[config.mk]
export PLATFORM = sky130hd
export DESIGN_NAME = dec_top
export DESIGN_NICKNAME = d
export VERILOG_FILES = /design/src/dec_pkg.sv /design/src/dec_imm.sv /design/src/dec_regfield.sv /design/src/dec_stage.sv /design/src/dec_top.sv
export SDC_FILE = /design/constraint.sdc
export NUM_CORES = 1
export LEC_CHECK = 0
export BUFFER_PORTS_ARGS = -buffer_cell sky130_fd_sc_hd__buf_2
export CORE_MARGIN = 4
export CORE_UTILIZATION = 52
export DETAILED_ROUTE_END_ITERATION = 10
export GPL_TIMING_DRIVEN = 0
export PLACE_DENSITY = 0.86
export SLEW_MARGIN = 40
export SYNTH_ARGS = -nofsm -noshare
export SYNTH_HDL_FRONTEND = slang
export SYNTH_SLANG_ARGS = --single-unit
[constraint.sdc]
create_clock -name clk -period 7.58 [get_ports clk]
set_clock_uncertainty 0.15 [all_clocks]
set_input_delay 1.895 -clock clk [delete_from_list [all_inputs] [get_ports clk]]
set_output_delay 1.895 -clock clk [all_outputs]
set_load 0.05 [all_outputs]
[src/dec_pkg.sv]
// Instruction formats, opcode tables and decode result types shared by the decode stage RTL and testbench
package dec_pkg;

	// ========================================================================
	// Widths
	// ========================================================================

	localparam int IR_W = 40;
	localparam int REG_W = 6;

	// ========================================================================
	// Opcode and function tables
	// ========================================================================

	typedef enum logic [7:0] {
		NOP   = 8'h00,
		BRK   = 8'h01,
		R2    = 8'h02,
		ADDI  = 8'h04,
		SUBFI = 8'h05,
		ANDI  = 8'h08,
		ORI   = 8'h09,
		XORI  = 8'h0A,
		SLTI  = 8'h0C,
		SLTUI = 8'h0D,
		JAL   = 8'h20,
		BEQ   = 8'h28,
		BNE   = 8'h29,
		BLT   = 8'h2A,
		BGE   = 8'h2B,
		BLTU  = 8'h2C,
		BGEU  = 8'h2D,
		LDx   = 8'h60,
		STx   = 8'h68
	} opcode_e;

	// Function codes live in the top byte of an R2 word
	typedef enum logic [7:0] {
		ADD  = 8'h00,
		SUB  = 8'h01,
		AND  = 8'h02,
		OR   = 8'h03,
		XOR  = 8'h04,
		SLL  = 8'h08,
		SRL  = 8'h09,
		SLLI = 8'h0A,
		SRLI = 8'h0B
	} func_e;

	// ========================================================================
	// Instruction formats
	// ========================================================================

	// Each register slot is eight bits: a two bit type above a six bit number
	typedef struct packed {
		logic [7:0] func;
		logic [1:0] Tb;
		logic [5:0] Rb;
		logic [1:0] Ta;
		logic [5:0] Ra;
		logic [1:0] Tt;
		logic [5:0] Rt;
		logic [7:0] opcode;
	} r2_fmt_t;

	typedef struct packed {
		logic [11:0] disp;
		logic [3:0] spare;
		logic [7:0] Ra;
		logic [7:0] Rt;
		logic [7:0] opcode;
	} ld_fmt_t;

	// The store displacement is split around the source register slots
	typedef struct packed {
		logic [3:0] spare;
		logic [3:0] disphi;
		logic [7:0] Rs;
		logic [7:0] Ra;
		logic [7:0] displo;
		logic [7:0] opcode;
	} st_fmt_t;

	typedef union packed {
		r2_fmt_t r2;
		ld_fmt_t ld;
		st_fmt_t st;
	} instr_u;

	// ========================================================================
	// Stage interfaces
	// ========================================================================

	typedef struct packed {
		instr_u ir;
		logic predict_taken;
	} fetch_t;

	typedef struct packed {
		logic [REG_W-1:0] Ra;
		logic [REG_W-1:0] Rb;
		logic [REG_W-1:0] Rt;
		logic rfwr;
		logic branch;
		logic mem_op;
		logic ui;
		logic predict_taken;
	} regdec_t;

endpackage

[src/dec_imm.sv]
// Immediate extractor and extender, instanced in the top level beside the register field decoder
module dec_imm #(
	parameter int XLEN = 64
) (
	input dec_pkg::fetch_t fetch,
	output logic [XLEN-1:0] imm
);

	logic [dec_pkg::IR_W-1:0] word;
	dec_pkg::opcode_e opcode;
	dec_pkg::func_e func;

	assign word = fetch.ir;
	assign opcode = dec_pkg::opcode_e'(fetch.ir.r2.opcode);
	assign func = dec_pkg::func_e'(fetch.ir.r2.func);

	// ========================================================================
	// Immediate selection
	// ========================================================================

	always_comb begin
		imm = '0;

		case (opcode)
			// Shift amounts reuse the Rb slot as an unsigned count
			dec_pkg::R2: begin
				case (func)
					dec_pkg::SLLI,
					dec_pkg::SRLI: begin
						imm = {{(XLEN-6){1'b0}}, fetch.ir.r2.Rb};
					end
					default: begin
						imm = '0;
					end
				endcase
			end

			// Arithmetic and signed compare take a signed 16 bit constant
			dec_pkg::ADDI,
			dec_pkg::SUBFI,
			dec_pkg::SLTI: begin
				imm = {{(XLEN-16){word[39]}}, word[39:24]};
			end

			// ANDI fills with ones so the upper bits of the source survive
			dec_pkg::ANDI: begin
				imm = {{(XLEN-16){1'b1}}, word[39:24]};
			end

			dec_pkg::ORI,
			dec_pkg::XORI,
			dec_pkg::SLTUI: begin
				imm = {{(XLEN-16){1'b0}}, word[39:24]};
			end

			dec_pkg::BEQ,
			dec_pkg::BNE,
			dec_pkg::BLT,
			dec_pkg::BGE,
			dec_pkg::BLTU,
			dec_pkg::BGEU: begin
				imm = {{(XLEN-14){word[39]}}, word[39:32], word[15:10]};
			end

			// Everything above the link register field is displacement
			dec_pkg::JAL: begin
				imm = {{(XLEN-30){word[39]}}, word[39:10]};
			end

			dec_pkg::LDx: begin
				imm = {{(XLEN-12){fetch.ir.ld.disp[11]}}, fetch.ir.ld.disp};
			end

			dec_pkg::STx: begin
				imm = {{(XLEN-12){fetch.ir.st.disphi[3]}},
					fetch.ir.st.disphi, fetch.ir.st.displo};
			end

			default: begin
				imm = '0;
			end
		endcase
	end

endmodule

[src/dec_regfield.sv]
// Register field and class flag decoder, instanced in the top level beside the immediate decoder
module dec_regfield (
	input dec_pkg::fetch_t fetch,
	output dec_pkg::regdec_t regdec
);

	dec_pkg::opcode_e opcode;
	dec_pkg::func_e func;

	assign opcode = dec_pkg::opcode_e'(fetch.ir.r2.opcode);
	assign func = dec_pkg::func_e'(fetch.ir.r2.func);

	// ========================================================================
	// Field extraction and classification
	// ========================================================================

	always_comb begin
		// Register numbers come straight from the R2 slots unless overridden
		regdec = '0;
		regdec.Ra = fetch.ir.r2.Ra;
		regdec.Rb = fetch.ir.r2.Rb;
		regdec.Rt = fetch.ir.r2.Rt;
		regdec.predict_taken = fetch.predict_taken;
		regdec.ui = 1'b1;

		case (opcode)
			dec_pkg::NOP,
			dec_pkg::BRK: begin
				regdec.ui = 1'b0;
			end

			dec_pkg::R2: begin
				case (func)
					dec_pkg::ADD,
					dec_pkg::SUB,
					dec_pkg::AND,
					dec_pkg::OR,
					dec_pkg::XOR,
					dec_pkg::SLL,
					dec_pkg::SRL,
					dec_pkg::SLLI,
					dec_pkg::SRLI: begin
						regdec.rfwr = 1'b1;
						regdec.ui = 1'b0;
					end
					// Unknown functions stay flagged and write nothing
					default: begin
						regdec.ui = 1'b1;
					end
				endcase
			end

			dec_pkg::ADDI,
			dec_pkg::SUBFI,
			dec_pkg::ANDI,
			dec_pkg::ORI,
			dec_pkg::XORI,
			dec_pkg::SLTI,
			dec_pkg::SLTUI: begin
				regdec.rfwr = 1'b1;
				regdec.ui = 1'b0;
			end

			dec_pkg::LDx: begin
				regdec.rfwr = 1'b1;
				regdec.mem_op = 1'b1;
				regdec.ui = 1'b0;
			end

			// A store has no destination, its Rt slot holds displacement bits
			dec_pkg::STx: begin
				regdec.Rt = '0;
				regdec.mem_op = 1'b1;
				regdec.ui = 1'b0;
			end

			dec_pkg::BEQ,
			dec_pkg::BNE,
			dec_pkg::BLT,
			dec_pkg::BGE,
			dec_pkg::BLTU,
			dec_pkg::BGEU: begin
				regdec.branch = 1'b1;
				regdec.ui = 1'b0;
			end

			// Link register is one of four, the rest of the word is displacement
			dec_pkg::JAL: begin
				regdec.Rt = {4'd0, fetch.ir.r2.Rt[1:0]};
				regdec.rfwr = 1'b1;
				regdec.ui = 1'b0;
			end

			default: begin
				regdec.ui = 1'b1;
			end
		endcase
	end

endmodule

[src/dec_stage.sv]
// Decode stage boundary that forms the branch target and holds one result under valid/ready flow
module dec_stage #(
	parameter int XLEN = 64
) (
	input logic clk,
	input logic rst,
	input logic in_valid,
	output logic in_ready,
	input dec_pkg::regdec_t regdec,
	input logic [XLEN-1:0] imm,
	input logic [XLEN-1:0] ip,
	output logic out_valid,
	input logic out_ready,
	output dec_pkg::regdec_t out_dec,
	output logic [XLEN-1:0] out_imm,
	output logic [XLEN-1:0] out_target
);

	logic [XLEN-1:0] target;
	logic load;

	// Target wraps at XLEN, the carry out is dropped
	assign target = ip + imm;

	// ========================================================================
	// Handshake
	// ========================================================================

	// The register can take a word when it is empty or being drained this cycle
	assign in_ready = ~out_valid | out_ready;
	assign load = in_valid & in_ready;

	always_ff @(posedge clk) begin
		if (rst) begin
			out_valid <= 1'b0;
		end else if (in_ready) begin
			out_valid <= in_valid;
		end
	end

	// ========================================================================
	// Result register
	// ========================================================================

	// Payload only moves on an accepted word so back-pressure holds it steady
	always_ff @(posedge clk) begin
		if (load) begin
			out_dec <= regdec;
			out_imm <= imm;
			out_target <= target;
		end
	end

endmodule

[src/dec_top.sv]
// Decode stage top level that sets XLEN and connects both decoders to the output register
module dec_top #(
	parameter int XLEN = 64
) (
	input logic clk,
	input logic rst,
	input logic in_valid,
	output logic in_ready,
	input dec_pkg::fetch_t in,
	input logic [XLEN-1:0] in_ip,
	output logic out_valid,
	input logic out_ready,
	output dec_pkg::regdec_t out_dec,
	output logic [XLEN-1:0] out_imm,
	output logic [XLEN-1:0] out_target
);

	dec_pkg::regdec_t regdec;
	logic [XLEN-1:0] imm;

	// Both decoders look at the same fetched word in the same cycle
	dec_regfield i_regfield (
		.fetch(in),
		.regdec(regdec)
	);

	dec_imm #(.XLEN(XLEN)) i_imm (
		.fetch(in),
		.imm(imm)
	);

	dec_stage #(.XLEN(XLEN)) i_stage (
		.clk(clk),
		.rst(rst),
		.in_valid(in_valid),
		.in_ready(in_ready),
		.regdec(regdec),
		.imm(imm),
		.ip(in_ip),
		.out_valid(out_valid),
		.out_ready(out_ready),
		.out_dec(out_dec),
		.out_imm(out_imm),
		.out_target(out_target)
	);

endmodule

After elaboration in Yosys (flattened, before gate mapping)
Cells that the tools add are included.
Widths: inputs -> output; s select.

storage, ports and cells
  logic and storage cells = 60
  register bits = 152
  output and inout bits = 153
  input port bits = 109

operators by class
  bitwise logic cells = 3
  multiplexer cells = 9
  add/subtract/negate cells = 1
  reduce and logical (&&, ||, !) cells = 10
  equal/unequal tests = 26

operator list
  cell                count
  $pmux 64 s8         1
  $eq 8x4->1 const B  9
  $add 64x64->64      1
  $eq 8x6->1 const B  7
  $eq 8x2->1 const B  3
  $eq 8x3->1 const B  3
  $reduce_or 18->1    1
  $reduce_or 9->1     2
  $eq 8x1->1 const B  2
  $eq 8x7->1 const B  2
  $logic_not 8->1     2
  $pmux 6 s2          1
  $mux 6              1
  $reduce_or 3->1     2
  $reduce_or 6->1     1
  $mux 1              4
  $pmux 1 s2          2
  $reduce_or 2->1     2
  $and 1x1->1         1
  $not 1->1           1
  $or 1x1->1          1

Logic depth before layout (Yosys ltp)
  depth in word-level cells = 5
  depth in mapped cells = 20
  mapped depth without buffers = 17

By module
A second synthesis with hierarchy kept.

unflattened totals
  cells, all modules = 920
  area, all modules = 9869.5 µm²

by module, submodules not included
  module        area an instance (µm²)  cells an instance  sequential area each (µm²)  instances
  dec_stage     8404.3                  714                4554.4                      1
  dec_imm       1092.3                  156                0.0                         1
  dec_regfield  372.9                   50                 0.0                         1

Worst setup path before layout
OpenSTA, ideal clock, no wires.

  kind = input to register
  from = input in[3] in the netlist's numbering
  to = register i_stage.out_target[55] (data pin)
  data arrival time = 5.905 ns
  stages on the path = 15
  path slack = 1.262 ns
  path buffers = 2
  required time = 7.167 ns
  setup time = 0.263 ns
  cells stage by stage = clkbuf_1 > a21boi_0 > o211a_1 > nand2_1 > nand3_1 > ha_1 > clkbuf_1 > nand4_1 > nor4_1 > a221o_1 > a211oi_1 > o311a_1 > o41ai_2 > a21oi_1 > xnor2_1

between the ends
  longest elaborated chain between the ends = 4

RTL lines
  element                                             line             RTL
  start: declaration                                  dec_top.sv:9     input dec_pkg::fetch_t in,
  $eq 8x6->1, or another cell as far along            dec_imm.sv:24    case (opcode)
  $reduce_or 6->1 or $reduce_or 3->1 (tied branches)  n/a
  $pmux 64 s8 *                                       dec_imm.sv:24
  via i_imm.imm[29]                                   dec_imm.sv:6     output logic [XLEN-1:0] imm
  $add 64x64->64 *                                    dec_stage.sv:23  assign target = ip + imm;
  via i_stage.target[55]                              dec_stage.sv:19  logic [XLEN-1:0] target;
  end signal: assignment                              dec_stage.sv:50  out_target <= target;
  end: declaration                                    dec_stage.sv:16  output logic [XLEN-1:0] out_target

Mark *: on every way through the listed nets, which the timed path passes. The rest lies on a longest branch.
A chain may end at the register's enable or synchronous reset.

Worst setup path after layout
  from = input in[8] in the netlist's numbering
  to = register i_stage.out_target[59] (data pin)

Same word-level chain as after synthesis.

==> results by group <==
Setup path
  • Reg2Reg Depth: 4
  • Critical Path Start Type: input pin
  • Crit path max-delay cell type: nor3_1
  • Critical R2R Launch: i_stage.out_valid
  • Reg2reg setup slack: 5.70 ns
  • Worst Path Max Fanout: 10
  • Worst Setup End Kind: flip-flop
  • Cell chain of the critical path: buf_2 -> nor3_1 -> and3_1 -> clkbuf_1 -> o21ai_0 -> nand3_1 -> clkbuf_1 -> a21o_1 -> ha_1 -> buf_2 -> a21oi_1 -> o21a_1 -> o31ai_1 -> a221o_1 -> a211oi_1 -> nand2_1 -> a21oi_1 -> o21ai_0 -> xor2_1
  • Critical path's largest stage delay: 0.48 ns
  • Critical path type: in2reg
  • Critical path required time: 7.59 ns
  • Worst EP arrival: 6.67 ns
  • Crit Reg-Reg Endpoint: i_stage.out_target[15]

Power and ir drop
  • Pwr Density: 200 nW/um2
  • Worst VDD drop: 169 uV
  • Leakage: 4.84 nW

Route
  • Drc violations: 0
  • Final WL: 25000 um
  • Post-DR wirelength/cell: 19.1 um
  • Drt first pass iters: 8
  • DR iter-0 viols: 775
  • Post-DR vias/cell: 5.87
  • DR vias: 7691
  • Routed Antenna Nets: 0

Min path
  • Hold Path Class: reg2reg
  • Hold Crit Depth: 2
  • Hold Path Sink: i_stage.out_valid
  • HP Start: i_stage.out_valid

CTS
  • CTS Root Cell: clkbuf_16
  • CTS resizes: 0
  • Postcts setup bufs: 0
  • Number of CTS-inserted buffers: 17
  • Clk slew on worst S/H paths: 0.05 ns
  • CTS Sinks: 118
  • CTS tree: yes
  • Cts hold-fix bufs: 0
  • Clk buf depth: 2
  • Skew-Pair Late Insertion Delay: 0.42 ns
  • H-tree Lvls: 4

Synth
  • Seq/Total Area, Yosys: 0.434
  • Post-synth top area share: 0.431
  • Top-count cell post-synth: edfxtp_1
  • Synth top area cells: edfxtp_1, ha_1, a21oi_1
  • FF+latch count, synth: 118
  • Synth cell count leaders: edfxtp_1, nand2_1, a21oi_1
  • EDFF count, synth: 117
  • Syn Nets: 978
  • Primary FF master, synth: edfxtp_1
  • Largest area contributor in the synthesized netlist: edfxtp_1
  • Syn. warnings: 0
  • Mean post-synth cell area: 10.1 um2
  • Synth unique cells: 67
  • Cell Area, Synth: 8150 um2
  • Mapped Cells: 805
  • Async set-reset flop share out of synthesis: 0

Timing
  • Worst Max-Slew Pin Slew: 0.797 ns
  • Final Cycle Share: 0.879
  • TNS Setup: 0 ns
  • Fmax: 0.150 GHz
  • Final Hold Fails: 0
  • Slew headroom: 0.464
  • Final hold slack: 0.458 ns
  • Final setup viols: 0
  • Minimum clock period: 6.66 ns
  • Fin. max-slew vios: 0
  • RSZ-0062 raised after global routing: false

GRT
  • Largest net degree at the start of global routing: 37
  • First-pass GRT wire length: 38300 um
  • Antenna violations before repair: 1
  • Overflow after GRT: 0
  • Total GRT Usage: 0.273
  • Vias in the first global route: 7172

Floorplanning
  • Initial Utilization: 0.534
  • FP Rows: 45
  • DIE WIDTH: 133 um
  • Die area: 17700 um2
  • Die Y: 133 um
  • Core ar.: 15300 um2
  • I/O pin cnt: 262

Run status
  • Result of the run: finished clean

Placement
  • Hpwl dp: 19500 um
  • Port Buf Inserts: 259
  • Routability congestion estimate: 0.965

Cells and area
  • Synthesis-to-layout area growth: 27.2%
  • Fill cells: 1168
  • Share of layout cells above drive strength 1: 0.324
  • Nets@finish: 1260

Flow run
  • Maxcap violations: 0
power breakdown:
group / internal, mW / switching [mW] / total [mW]
Clock: 0.479 / 0.299 / 0.778
Sequential: 0.774 / 0.0128 / 0.787
Combinational: 0.138 / 0.368 / 0.506
state kept, by name (all words and copies together), names as in the netlist:
name                count
i_stage.out_dec        23
i_stage.out_imm        30
i_stage.out_target     64
i_stage.out_valid       1
worst max-delay path: cells and delay by family:
| family | cells | cell delay (ns) |
|---|---|---|
| AO/OA/AOI/OAI | 9 | 2.16 |
| AND/OR/NAND/NOR | 4 | 1.14 |
| buffers and inverters | 4 | 1.06 |
| adder cells (fa/ha/maj) | 1 | 0.24 |
| XOR/XNOR | 1 | 0.17 |
cells by family after synthesis:
kind of cell / share of synthesized area
AO/OA/AOI/OAI: 0.214
XOR/XNOR: 0.0677
adder cells (fa/ha/maj): 0.0992
buffers and inverters: 0.0593
flip-flops: 0.434
AND/OR/NAND/NOR: 0.127
cells in the final DEF, fill, tap and decap left out, types with 7 or more instances in the layout:
master / count
clkbuf_1: 28
nand2_1: 82
and2_1: 10
a222oi_1: 11
nor3_1: 14
buf_2: 267
clkbuf_16: 17
nor2_1: 42
buf_4: 37
xor2_1: 26
a21oi_1: 78
nand3_1: 11
a21o_1: 39
o21a_1: 9
edfxtp_1: 117
xnor2_1: 37
ha_1: 63
a211oi_1: 7
nand4_1: 22
a31oi_1: 7
inv_1: 17
o21bai_1: 12
o21ai_0: 38
worst max-delay path by stage:
stage / from / to / slack, ns / depth (start not counted)
6_report: in[8] / i_stage.out_target[59] / 0.92 / 19
5_1_grt: in[8] / i_stage.out_target[59] / 0.55 / 19
4_1_cts: in[8] / i_stage.out_target[59] / 1.05 / 19
3_3_place_gp: in[3] / i_stage.out_target[61] / 0.13 / 15
3_5_place_dp: in[8] / i_stage.out_target[59] / 0.64 / 19
2_1_floorplan: in[3] / i_stage.out_target[55] / 1.26 / 15
routing by layer:
metal,global-route usage,share of wire
met5,0,0
met4,0.114,0.036
met2,0.449,0.47
met3,0.0563,0.090
met1,0.354,0.40
through the flow:
| stage | worst slack (ns) | instances | power, mW | cell area [um2] | util |
|---|---|---|---|---|---|
| 2_1_floorplan | 1.26 | 805 | 1.16 | 8150 | - |
| 3_3_place_gp | 0.127 | 1275 | 1.29 | 9710 | 0.636 |
| 3_5_place_dp | 0.641 | 1279 | 1.30 | 9800 | 0.642 |
| 4_1_cts | 1.05 | 1310 | 2.08 | 10400 | 0.679 |
| 5_1_grt | 0.552 | 1311 | 2.14 | 10400 | 0.679 |
| 6_report | 0.918 | 1311 | 2.07 | 10400 | 0.679 |
area by class of cell:
| class | instances | area (um2) | share of cell area |
|---|---|---|---|
| Antenna cell | 1 | 2.50 | 0.000241 |
| Buffer | 72 | 419 | 0.0404 |
| Clock buffer | 18 | 429 | 0.0414 |
| Clock inverter | 13 | 134 | 0.0129 |
| Inverter | 17 | 63.8 | 0.00616 |
| Multi-Input combinational cell | 598 | 4150 | 0.400 |
| Sequential cell | 118 | 3530 | 0.341 |
| Tap cell | 211 | 264 | 0.0255 |
| Timing Repair Buffer | 263 | 1370 | 0.132 |
Power figures use the tool's default switching activity.
